**config.mk**
```make
export PLATFORM = sky130hd
export DESIGN_NAME = tlul_sram_adapter
export DESIGN_NICKNAME = d
export VERILOG_FILES = /design/src/common/tlul_pkg.sv /design/src/common/sram_adapter_pkg.sv /design/src/source/sync_fifo.sv /design/src/tlul_sram_adapter/adapter_req_path.sv /design/src/tlul_sram_adapter/adapter_rsp_path.sv /design/src/tlul_sram_adapter/tlul_sram_adapter.sv
export VERILOG_INCLUDE_DIRS = /design/src /design/src/common
export SDC_FILE = /design/constraint.sdc
export NUM_CORES = 1
export LEC_CHECK = 0
export BUFFER_PORTS_ARGS = -buffer_cell sky130_fd_sc_hd__buf_2
export CAP_MARGIN = 20
export CORE_AREA = 2 2 235 237
export DETAILED_ROUTE_END_ITERATION = 16
export DIE_AREA = 0 0 237 239
export PLACE_DENSITY_LB_ADDON = 0.12
export SYNTH_ARGS = -nofsm -noshare
export SYNTH_HDL_FRONTEND = slang
export SYNTH_SLANG_ARGS = --single-unit
```
**constraint.sdc**
```tcl
create_clock -name clk_i -period 5.2 [get_ports clk_i]
set_input_delay 0.26 -clock clk_i [delete_from_list [all_inputs] [get_ports clk_i]]
set_output_delay 0.26 -clock clk_i [all_outputs]
set_load 0.02 [all_outputs]
```
**src/common/adapter_settings.svh**
```systemverilog
// widths, queue depth and error blanking data shared by the TL-UL SRAM adapter
// include this wherever one of these values is needed
`ifndef ADAPTER_SETTINGS_SVH
`define ADAPTER_SETTINGS_SVH

// TL-UL device port
`define TL_DW 64
`define TL_AW 32
`define TL_AIW 8
`define TL_SZW 2

// SRAM is two bus words wide with 1024 words
`define SRAM_DW 128
`define SRAM_AW 10

// requests that can be in flight at once
`define ADAPTER_DEPTH 2

// data returned in place of real data when a request fails
`define DATA_WHEN_ERROR 64'hbad0_da7a_bad0_da7a
`define DATA_WHEN_INSTR_ERROR 64'h0000_0000_0000_0000

`endif

```
**src/common/tlul_pkg.sv**
```systemverilog
// bus-side types of the adapter, TL-UL opcodes and the A/D channel bundles
// import into any module that touches the TL-UL port
`include "adapter_settings.svh"

package tlul_pkg;

  // opcodes carried on the A channel
  typedef enum logic [2:0] {
    PutFullData    = 3'h0,
    PutPartialData = 3'h1,
    Get            = 3'h4
  } tl_opcode_e;

  // d opcodes share the encodings of the two put opcodes
  localparam tl_opcode_e AccessAck     = PutFullData;
  localparam tl_opcode_e AccessAckData = PutPartialData;

  // host to device, A channel plus the D channel ready
  typedef struct packed {
    logic                  a_valid;
    tl_opcode_e            a_opcode;
    logic [`TL_SZW-1:0]    a_size;
    logic [`TL_AIW-1:0]    a_source;
    logic [`TL_AW-1:0]     a_address;
    logic [`TL_DW/8-1:0]   a_mask;
    logic [`TL_DW-1:0]     a_data;
    // set for an instruction fetch
    logic                  a_instr;
    logic                  d_ready;
  } tl_h2d_t;

  // device to host, D channel plus the A channel ready
  typedef struct packed {
    logic                  d_valid;
    tl_opcode_e            d_opcode;
    logic [`TL_SZW-1:0]    d_size;
    logic [`TL_AIW-1:0]    d_source;
    logic [`TL_DW-1:0]     d_data;
    logic                  d_error;
    logic                  a_ready;
  } tl_d2h_t;

endpackage

```
**src/common/sram_adapter_pkg.sv**
```systemverilog
// memory-side and internal types of the adapter
// SRAM word and request, plus the entries of the tracking and response FIFOs
`include "adapter_settings.svh"

package sram_adapter_pkg;

  // bus words per SRAM word and the width of the offset that picks one
  localparam int words_per_line = `SRAM_DW / `TL_DW;
  localparam int woff_w = $clog2(words_per_line);

  // one SRAM word, seen flat or as bus words by offset
  typedef union packed {
    logic [`SRAM_DW-1:0]                   flat;
    logic [words_per_line-1:0][`TL_DW-1:0] words;
  } sram_word_u;

  // request towards the single-port SRAM
  typedef struct packed {
    logic                req;
    logic                we;
    logic [`SRAM_AW-1:0] addr;
    sram_word_u          wdata;
    // bit-level write enable
    sram_word_u          wmask;
  } sram_req_t;

  // what the D channel needs to answer one accepted A beat
  typedef struct packed {
    logic                is_read;
    logic                error;
    logic                instr;
    logic [`TL_SZW-1:0]  size;
    logic [`TL_AIW-1:0]  source;
  } req_entry_t;

  // how to cut the bus word out of returning read data
  typedef struct packed {
    logic [`TL_DW/8-1:0] mask;
    logic [woff_w-1:0]   woffset;
  } rd_slot_t;

  // read data waiting for the host
  typedef struct packed {
    logic [`TL_DW-1:0]   data;
    // uncorrectable error reported by the SRAM
    logic                error;
  } rsp_entry_t;

endpackage

```
**src/source/sync_fifo.sv**
```systemverilog
// synchronous FIFO used for every queue in the adapter
// with pass set an empty FIFO hands the write straight to the read side
`timescale 1ns/100ps

module sync_fifo #(
  parameter int width = 8,
  parameter int depth = 2,
  parameter bit pass  = 1'b0
) (
  input  logic             clk_i,
  input  logic             rst_ni,
  input  logic             wvalid_i,
  output logic             wready_o,
  input  logic [width-1:0] wdata_i,
  output logic             rvalid_o,
  input  logic             rready_i,
  output logic [width-1:0] rdata_o
);

  localparam int ptr_w = (depth > 1) ? $clog2(depth) : 1;
  localparam int cnt_w = $clog2(depth + 1);

  logic [width-1:0] mem [depth];
  logic [ptr_w-1:0] wptr_q;
  logic [ptr_w-1:0] rptr_q;
  logic [cnt_w-1:0] count_q;
  logic             empty;
  logic             thru;
  logic             push;
  logic             pop;

  assign empty    = (count_q == '0);
  assign wready_o = (count_q != cnt_w'(depth));

  // forward path only exists while nothing is stored
  assign thru     = pass & empty;
  assign rvalid_o = thru ? wvalid_i : ~empty;
  assign rdata_o  = thru ? wdata_i : mem[rptr_q];

  // a forwarded beat that is read at once never lands in storage
  assign push = wvalid_i & wready_o & ~(thru & rready_i);
  assign pop  = rready_i & ~empty;

  always_ff @(posedge clk_i or negedge rst_ni) begin
    if (!rst_ni) begin
      wptr_q  <= '0;
      rptr_q  <= '0;
      count_q <= '0;
    end else begin
      if (push) begin
        wptr_q <= (wptr_q == ptr_w'(depth - 1)) ? '0 : wptr_q + 1'b1;
      end
      if (pop) begin
        rptr_q <= (rptr_q == ptr_w'(depth - 1)) ? '0 : rptr_q + 1'b1;
      end
      case ({push, pop})
        2'b10:   count_q <= count_q + 1'b1;
        2'b01:   count_q <= count_q - 1'b1;
        default: count_q <= count_q;
      endcase
    end
  end

  // payload storage
  always_ff @(posedge clk_i) begin
    if (push) begin
      mem[wptr_q] <= wdata_i;
    end
  end

  // the writer has to respect wready_o, a push into a full FIFO is lost
  no_overflow_a: assert property (@(posedge clk_i) disable iff (!rst_ni)
    wvalid_i |-> wready_o);

endmodule

```
**src/tlul_sram_adapter/adapter_req_path.sv**
```systemverilog
// request side of the adapter that checks each A beat and drives the SRAM request
// every accepted beat is recorded in the request FIFO and every granted read in the slot FIFO
`timescale 1ns/100ps
`include "adapter_settings.svh"

module adapter_req_path #(
  parameter bit byte_access  = 1'b1,
  parameter bit err_on_write = 1'b0,
  parameter bit err_on_read  = 1'b0
) (
  input  logic                         clk_i,
  input  logic                         rst_ni,
  input  tlul_pkg::tl_h2d_t            tl_a_i,
  input  logic                         en_ifetch_i,
  input  logic                         gnt_i,
  input  logic                         reqfifo_wready_i,
  input  logic                         slotfifo_wready_i,
  output sram_adapter_pkg::sram_req_t  sram_req_o,
  output logic                         a_ready_o,
  output logic                         reqfifo_wvalid_o,
  output sram_adapter_pkg::req_entry_t reqfifo_wdata_o,
  output logic                         slotfifo_wvalid_o,
  output sram_adapter_pkg::rd_slot_t   slotfifo_wdata_o
);

  import tlul_pkg::*;
  import sram_adapter_pkg::*;

  // byte address bits inside one SRAM word and inside one bus word
  localparam int sram_lsb = $clog2(`SRAM_DW / 8);
  localparam int bus_lsb  = $clog2(`TL_DW / 8);

  logic              is_read;
  logic              instr_err;
  logic              wr_err;
  logic              rd_err;
  logic              attr_err;
  logic              req_err;
  logic              fifo_space;
  logic              sram_go;
  logic              a_ack;
  logic [woff_w-1:0] woffset;
  sram_word_u        wdata;
  sram_word_u        wmask;

  // anything that is not a Get is handled as a write
  assign is_read = (tl_a_i.a_opcode == Get);

  // fetch while fetching is disabled
  assign instr_err = tl_a_i.a_instr & ~en_ifetch_i;
  // memory built as read-only or write-only
  assign wr_err    = err_on_write & ~is_read;
  assign rd_err    = err_on_read & is_read;
  // without byte access only full bus-word puts get through
  assign attr_err  = ~byte_access & ~is_read &
                     ((tl_a_i.a_mask != '1) || (tl_a_i.a_size != `TL_SZW'(bus_lsb)));

  assign req_err = instr_err | wr_err | rd_err | attr_err;

  // both tracking FIFOs need room before anything is taken
  assign fifo_space = reqfifo_wready_i & slotfifo_wready_i;
  // a failed request is accepted without a grant
  assign a_ready_o  = fifo_space & (gnt_i | req_err);
  assign a_ack      = tl_a_i.a_valid & a_ready_o;
  // only clean requests reach the SRAM
  assign sram_go    = tl_a_i.a_valid & fifo_space & ~req_err;

  // address bit 3 picks the bus word inside the SRAM word
  assign woffset = tl_a_i.a_address[bus_lsb +: woff_w];

  // place data and byte mask in the addressed half while the other half stays masked off
  always_comb begin
    wdata.flat = '0;
    wmask.flat = '0;
    for (int i = 0; i < `TL_DW / 8; i++) begin
      wmask.words[woffset][8*i +: 8] = {8{tl_a_i.a_mask[i]}};
      wdata.words[woffset][8*i +: 8] = tl_a_i.a_mask[i] ? tl_a_i.a_data[8*i +: 8] : 8'h00;
    end
  end

  assign sram_req_o = '{
    req:   sram_go,
    we:    ~is_read,
    addr:  tl_a_i.a_address[sram_lsb +: `SRAM_AW],
    wdata: wdata,
    wmask: wmask
  };

  // every accepted beat is answered whether it failed or not
  assign reqfifo_wvalid_o = a_ack;
  assign reqfifo_wdata_o  = '{
    is_read: is_read,
    error:   req_err,
    instr:   tl_a_i.a_instr,
    size:    tl_a_i.a_size,
    source:  tl_a_i.a_source
  };

  // reads remember where their bytes sit until the data comes back
  assign slotfifo_wvalid_o = sram_go & gnt_i & is_read;
  assign slotfifo_wdata_o  = '{
    mask:    tl_a_i.a_mask,
    woffset: woffset
  };

  // a_ready is only offered while both tracking FIFOs can take an entry
  a_ready_room_a: assert property (@(posedge clk_i) disable iff (!rst_ni)
    a_ready_o |-> reqfifo_wready_i && slotfifo_wready_i);

endmodule

```
**src/tlul_sram_adapter/adapter_rsp_path.sv**
```systemverilog
// response side of the adapter, cuts the bus word out of SRAM read data
// queues it and answers every request in order on the D channel
`timescale 1ns/100ps
`include "adapter_settings.svh"

module adapter_rsp_path (
  input  logic                         clk_i,
  input  logic                         rst_ni,
  input  logic                         tl_d_ready_i,
  input  logic                         reqfifo_rvalid_i,
  input  sram_adapter_pkg::req_entry_t reqfifo_rdata_i,
  input  sram_adapter_pkg::rd_slot_t   slot_i,
  input  logic                         rvalid_i,
  input  sram_adapter_pkg::sram_word_u rdata_i,
  input  logic                         rerror_i,
  output tlul_pkg::tl_d2h_t            tl_d_o,
  output logic                         reqfifo_rready_o,
  output logic                         slotfifo_rready_o
);

  import tlul_pkg::*;
  import sram_adapter_pkg::*;

  logic [`TL_DW-1:0] rmask;
  logic [`TL_DW-1:0] rword;
  rsp_entry_t        rspfifo_wdata;
  rsp_entry_t        rspfifo_rdata;
  logic              rspfifo_rvalid;
  logic              rspfifo_rready;
  logic              head_read_ok;
  logic              d_valid;
  logic              d_error;
  logic              d_ack;
  logic [`TL_DW-1:0] blank_data;
  logic [`TL_DW-1:0] d_data;

  // byte mask of the oldest read, widened to bits
  always_comb begin
    for (int i = 0; i < `TL_DW / 8; i++) begin
      rmask[8*i +: 8] = {8{slot_i.mask[i]}};
    end
  end

  // pick the addressed half, bytes not asked for come back as zero
  assign rword         = rdata_i.words[slot_i.woffset] & rmask;
  assign rspfifo_wdata = '{data: rword, error: rerror_i};
  // slot is done as soon as its data is in the response FIFO
  assign slotfifo_rready_o = rvalid_i;

  // SRAM data cannot be stalled, so it is held here while the host is busy
  sync_fifo #(
    .width($bits(rsp_entry_t)),
    .depth(`ADAPTER_DEPTH),
    .pass (1'b1)
  ) u_rspfifo (
    .clk_i   (clk_i),
    .rst_ni  (rst_ni),
    .wvalid_i(rvalid_i),
    .wready_o(),
    .wdata_i (rspfifo_wdata),
    .rvalid_o(rspfifo_rvalid),
    .rready_i(rspfifo_rready),
    .rdata_o (rspfifo_rdata)
  );

  // head read that went to the SRAM and must wait for its data
  assign head_read_ok = reqfifo_rdata_i.is_read & ~reqfifo_rdata_i.error;

  // writes and failed requests answer right away
  assign d_valid = reqfifo_rvalid_i & (~head_read_ok | rspfifo_rvalid);
  assign d_error = reqfifo_rdata_i.error | (head_read_ok & rspfifo_rdata.error);

  assign blank_data = reqfifo_rdata_i.instr ? `DATA_WHEN_INSTR_ERROR : `DATA_WHEN_ERROR;

  always_comb begin
    if (d_error) begin
      d_data = blank_data;
    end else if (reqfifo_rdata_i.is_read) begin
      d_data = rspfifo_rdata.data;
    end else begin
      // plain write ack
      d_data = '0;
    end
  end

  assign tl_d_o = '{
    d_valid:  d_valid,
    d_opcode: reqfifo_rdata_i.is_read ? AccessAckData : AccessAck,
    d_size:   reqfifo_rdata_i.size,
    d_source: reqfifo_rdata_i.source,
    d_data:   d_data,
    d_error:  d_valid & d_error,
    a_ready:  1'b0
  };

  // request entry leaves on D accept, its read data with it
  assign d_ack            = d_valid & tl_d_ready_i;
  assign reqfifo_rready_o = d_ack;
  assign rspfifo_rready   = d_ack & head_read_ok;

  // read data only returns for a request still waiting in the request FIFO
  rvalid_tracked_a: assert property (@(posedge clk_i) disable iff (!rst_ni)
    rvalid_i |-> reqfifo_rvalid_i);

  // a stalled response holds its value until the host takes it
  d_hold_a: assert property (@(posedge clk_i) disable iff (!rst_ni)
    d_valid && !tl_d_ready_i |=> d_valid && $stable(tl_d_o));

endmodule

```
**src/tlul_sram_adapter/tlul_sram_adapter.sv**
```systemverilog
// TL-UL device port in front of a single-port SRAM twice the bus width
// connects the request path, the response path and the two tracking FIFOs
`timescale 1ns/100ps
`include "adapter_settings.svh"

module tlul_sram_adapter #(
  parameter bit byte_access  = 1'b1,
  parameter bit err_on_write = 1'b0,
  parameter bit err_on_read  = 1'b0
) (
  input  logic                         clk_i,
  input  logic                         rst_ni,
  input  tlul_pkg::tl_h2d_t            tl_i,
  output tlul_pkg::tl_d2h_t            tl_o,
  input  logic                         en_ifetch_i,
  output sram_adapter_pkg::sram_req_t  sram_req_o,
  input  logic                         gnt_i,
  input  logic                         rvalid_i,
  input  sram_adapter_pkg::sram_word_u rdata_i,
  input  logic                         rerror_i
);

  import tlul_pkg::*;
  import sram_adapter_pkg::*;

  // request FIFO, one entry per accepted A beat
  logic       reqfifo_wvalid;
  logic       reqfifo_wready;
  req_entry_t reqfifo_wdata;
  logic       reqfifo_rvalid;
  logic       reqfifo_rready;
  req_entry_t reqfifo_rdata;

  // read-slot FIFO, one entry per granted read
  logic       slotfifo_wvalid;
  logic       slotfifo_wready;
  rd_slot_t   slotfifo_wdata;
  logic       slotfifo_rready;
  rd_slot_t   slotfifo_rdata;

  logic       a_ready;
  tl_d2h_t    d_chan;

  adapter_req_path #(
    .byte_access (byte_access),
    .err_on_write(err_on_write),
    .err_on_read (err_on_read)
  ) u_req_path (
    .clk_i            (clk_i),
    .rst_ni           (rst_ni),
    .tl_a_i           (tl_i),
    .en_ifetch_i      (en_ifetch_i),
    .gnt_i            (gnt_i),
    .reqfifo_wready_i (reqfifo_wready),
    .slotfifo_wready_i(slotfifo_wready),
    .sram_req_o       (sram_req_o),
    .a_ready_o        (a_ready),
    .reqfifo_wvalid_o (reqfifo_wvalid),
    .reqfifo_wdata_o  (reqfifo_wdata),
    .slotfifo_wvalid_o(slotfifo_wvalid),
    .slotfifo_wdata_o (slotfifo_wdata)
  );

  // popped when the D beat is taken
  sync_fifo #(
    .width($bits(req_entry_t)),
    .depth(`ADAPTER_DEPTH),
    .pass (1'b0)
  ) u_reqfifo (
    .clk_i   (clk_i),
    .rst_ni  (rst_ni),
    .wvalid_i(reqfifo_wvalid),
    .wready_o(reqfifo_wready),
    .wdata_i (reqfifo_wdata),
    .rvalid_o(reqfifo_rvalid),
    .rready_i(reqfifo_rready),
    .rdata_o (reqfifo_rdata)
  );

  // popped when read data returns, so its head always matches rdata_i
  sync_fifo #(
    .width($bits(rd_slot_t)),
    .depth(`ADAPTER_DEPTH),
    .pass (1'b0)
  ) u_slotfifo (
    .clk_i   (clk_i),
    .rst_ni  (rst_ni),
    .wvalid_i(slotfifo_wvalid),
    .wready_o(slotfifo_wready),
    .wdata_i (slotfifo_wdata),
    .rvalid_o(),
    .rready_i(slotfifo_rready),
    .rdata_o (slotfifo_rdata)
  );

  adapter_rsp_path u_rsp_path (
    .clk_i            (clk_i),
    .rst_ni           (rst_ni),
    .tl_d_ready_i     (tl_i.d_ready),
    .reqfifo_rvalid_i (reqfifo_rvalid),
    .reqfifo_rdata_i  (reqfifo_rdata),
    .slot_i           (slotfifo_rdata),
    .rvalid_i         (rvalid_i),
    .rdata_i          (rdata_i),
    .rerror_i         (rerror_i),
    .tl_d_o           (d_chan),
    .reqfifo_rready_o (reqfifo_rready),
    .slotfifo_rready_o(slotfifo_rready)
  );

  // D channel from the response path, a_ready from the request path
  always_comb begin
    tl_o         = d_chan;
    tl_o.a_ready = a_ready;
  end

endmodule

```
==> metrics.txt <==
RSZ-0062 raised after global routing=no; number of buffers created by CTS=17; actual transition at the worst max-transition pin=1.034 ns; Post-CTS Repair Setup Buffers=0; number of buffers inserted by port buffering=558; fraction of layout instances using a drive strength above 1=0.4451; Post-layout nets=1709; Total Power=approximately 7 mW; Worst Skew=0.01795 ns; buffers from clock root to sink, at most=2; area grow syn2layout=30.52%; vertical die dimension=about 240 um; Setup crit start kind=register; final hold violation count=0; gr usage total=0.1492; overall die area=56640 um2; drt first pass iters=4; Initial Utilization=0.2064; synth warn=0; area share of the leading cell type in the synthesized netlist=0.4659; GR Overflow Total=0; number of violations reported at the end of detailed-routing iteration 0=474; number of global-route vias before repair=around 9000; CP Max Fanout=54; max-slew headroom at the worst pin=0.2969; CTS Root Buffer Type=sky130_fd_sc_hd__clkbuf_16; required time of the critical path=4.94 ns; maximum clock frequency=roughly 0.28 GHz; endpoint kind of the worst setup timing path=primary output; DRC violations left=0; quantity of gates resized following cts=0; die width=~240 um; average size of a mapped cell=10.95 um2; final hold slack=about 0.15 ns; combined buffer and inverter count along the critical path=3; later-pin clock latency in the skew report=roughly 0.46 ns; gpl congestion=0.8039; sequential fraction of the synthesis area=0.4926; max-cap check violation count=0; utilization after layout=0.2694; Top FF cell, synth=sky130_fd_sc_hd__edfxtp_1; post-layout min period=3.604 ns; core area=54340 um2; final critical-path share of the clock period=0.6931; max-slew violation count=0; Cell Area, Synth=between 10000 and 15000 um2; hold depth=2; clock slew at the register clock pins of the worst setup and hold paths=0.08 ns; Top cell by count, worst path=sky130_fd_sc_hd__buf_4; status=finished, final reports clean; number of different library cells in the post-synthesis netlist=44; clock tree from TritonCTS=yes; Pwr Density=491.4 nW/um2; number of H-tree levels=4; stages on the worst setup path=6; worst endpoint data arrival time=3.34 ns; number of antenna violations at the first check in global routing=13; Total Wirelength=43760 um; delay of the slowest critical-path stage=0.71 ns; gate family responsible for the most delay along the worst path=buffers and inverters; vias after detailed routing=9314; number of rows created at floorplan=86; hold buffer count at cts=13; post-DR wirelength/cell=20.10 um; synthesized instance count=between 1000 and 1500; count of antenna-violating nets left after detailed routing=0; drt via density=~4.3; clk sinks=186; type of the worst setup path=register to primary output; wire length of the first global-routing pass=around 60000 um; leading area contributor after synthesis=sky130_fd_sc_hd__edfxtp_1; Critical Path, Cell by Cell=buf_4 -> mux2i_4 -> buf_4 -> nor3_1 -> o41ai_1 -> buf_2; Setup violations, final=0; cell with the largest stage delay on the worst path=sky130_fd_sc_hd__mux2i_4; P_leak=6.781 nW; ranking of synthesized cells by area=sky130_fd_sc_hd__edfxtp_1 (47%), sky130_fd_sc_hd__mux2i_1 (9.2%), sky130_fd_sc_hd__buf_4 (8.9%); Tightest Hold Check Type=input port to register; number of enable-type register cells in the synthesized netlist=between 150 and 200; maximum number of pins on one net before global-route repair=66; total negative setup slack=0 ns; number of primary I/O pins=602; count of cells along the worst register-to-register path=5; Max VDD drop=around 0.23 mV; number of synthesized register bits=around 190; post-DP HPWL=33290 um; share of async-settable or async-resettable flops after synthesis=0.06452
## worst paths after layout
path                                            start                         endpoint  slack [ns]
worst max-delay path                u_slotfifo.rptr_q                         tl_o[59]        1.60
worst min-delay path                      en_ifetch_i             u_reqfifo.mem[1][11]        0.15
worst max register to register      u_slotfifo.rptr_q  u_rsp_path.u_rspfifo.mem[1][36]        2.30
worst min register to register  u_slotfifo.count_q[1]            u_slotfifo.count_q[1]        0.48
max in group asynchronous                      rst_ni      u_rsp_path.u_rspfifo.rptr_q        4.70
min in group asynchronous                      rst_ni            u_slotfifo.count_q[1]        0.23
## synthesized netlist by cell type, types with 5 or more instances
master                     count
sky130_fd_sc_hd__buf_4       133
sky130_fd_sc_hd__inv_1         6
sky130_fd_sc_hd__and2_1       74
sky130_fd_sc_hd__buf_6         8
sky130_fd_sc_hd__and2_0        5
sky130_fd_sc_hd__a211oi_1     36
sky130_fd_sc_hd__nand3_1       7
sky130_fd_sc_hd__mux2i_1     103
sky130_fd_sc_hd__edfxtp_1    174
sky130_fd_sc_hd__nand2_1      11
sky130_fd_sc_hd__nor2b_1      47
sky130_fd_sc_hd__o22a_1       28
sky130_fd_sc_hd__xnor2_1       9
sky130_fd_sc_hd__dfrtp_1      12
sky130_fd_sc_hd__mux2_2       11
sky130_fd_sc_hd__o41ai_1      33
sky130_fd_sc_hd__nor2_1      135
sky130_fd_sc_hd__and3_1       64
sky130_fd_sc_hd__nand2b_1      9
sky130_fd_sc_hd__buf_2        16
sky130_fd_sc_hd__nor3_1       33
sky130_fd_sc_hd__clkbuf_1     34
sky130_fd_sc_hd__xor2_1        5
## cells by family after synthesis
family | Yosys count | share of synthesized area
xor+xnor | 14 | 0.01093
mux | 115 | 0.1050
simple gates | 395 | 0.1853
flops | 186 | 0.4926
compound gates | 113 | 0.08489
other cells | 1 | 0.0003344
fa+ha+maj | 3 | 0.003347
buf+inv | 197 | 0.1176
## metrics by stage
stage               setup slack [ns]  area (um2)  cells
floorplan                     0.9839       11220   1025
CTS                            1.496       14620   2169
finish                         1.596       14640   2177
detailed placement             2.042       13890   2124
global route                   1.395       14630   2173
global placement               2.026       13870   2123
## per-layer routing
metal	share of wire	wire length, um	GRT usage
met1	0.43	18920	0.1848
met2	0.50	21940	0.2605
met3	0.049	2146	0.03095
met4	0.017	756	0.04430
met5	0	0	0
## cell usage in the layout (no fill, tap or decap), types with 3 or more instances in the layout
master and n:
sky130_fd_sc_hd__o41ai_2 3, sky130_fd_sc_hd__nor2b_1 47, sky130_fd_sc_hd__clkbuf_16 17, sky130_fd_sc_hd__inv_6 6, sky130_fd_sc_hd__and2_1 74, sky130_fd_sc_hd__o41ai_1 33, sky130_fd_sc_hd__mux2i_1 95, sky130_fd_sc_hd__dfrtp_1 11
sky130_fd_sc_hd__buf_4 27, sky130_fd_sc_hd__mux2i_2 8, sky130_fd_sc_hd__inv_1 6, sky130_fd_sc_hd__xor2_1 5, sky130_fd_sc_hd__and2_0 5, sky130_fd_sc_hd__nor3_1 33, sky130_fd_sc_hd__a211oi_1 36, sky130_fd_sc_hd__mux2_2 11
sky130_fd_sc_hd__diode_2 8, sky130_fd_sc_hd__dlygate4sd3_1 13, sky130_fd_sc_hd__nand3_1 7, sky130_fd_sc_hd__nand2_1 11, sky130_fd_sc_hd__and3_1 64, sky130_fd_sc_hd__buf_2 558, sky130_fd_sc_hd__o22a_1 28, sky130_fd_sc_hd__a21oi_1 3
sky130_fd_sc_hd__nand2b_1 9, sky130_fd_sc_hd__edfxtp_1 174, sky130_fd_sc_hd__inv_8 4, sky130_fd_sc_hd__nor2_1 133, sky130_fd_sc_hd__xnor2_1 9, sky130_fd_sc_hd__ha_1 3
## state kept, by name (all words and copies together) (netlist names), 2 cells and up
signal                        count
u_rsp_path.u_rspfifo.mem        130
u_reqfifo.count_q                 2
u_reqfifo.mem                    26
u_slotfifo.mem                   18
u_rsp_path.u_rspfifo.count_q      2
u_slotfifo.count_q                2
## cell type report
cell class,instances,area (um2)
diodes,8,20.02
well taps,704,880.8
clock buffers,18,429.2
inverters,6,22.52
fillers,5806,39700
multi-input cells,642,4439
flip-flops and latches,186,5529
clock inverters,14,172.7
repair buffers,599,3146
## report_power, final
group / internal, mW / switching (mW) / leakage [nW] / total, mW
Combinational: 1.20 / 2.26 / 4.71 / 3.46
Sequential: 2.16 / 0.203 / 1.78 / 2.36
Clock: 0.731 / 0.635 / 0.291 / 1.37
Total: 4.09 / 3.10 / 6.78 / 7.19
## worst reg2reg max path, cell delays in order, from the launching register on
cell and delay (ns):
sky130_fd_sc_hd__dfrtp_1 0.33, sky130_fd_sc_hd__buf_4 0.27, sky130_fd_sc_hd__mux2i_4 0.72, sky130_fd_sc_hd__buf_4 0.71
sky130_fd_sc_hd__mux2i_1 0.52, sky130_fd_sc_hd__nor2_1 0.11
No activity file was read; power rests on OpenSTA's default activity.
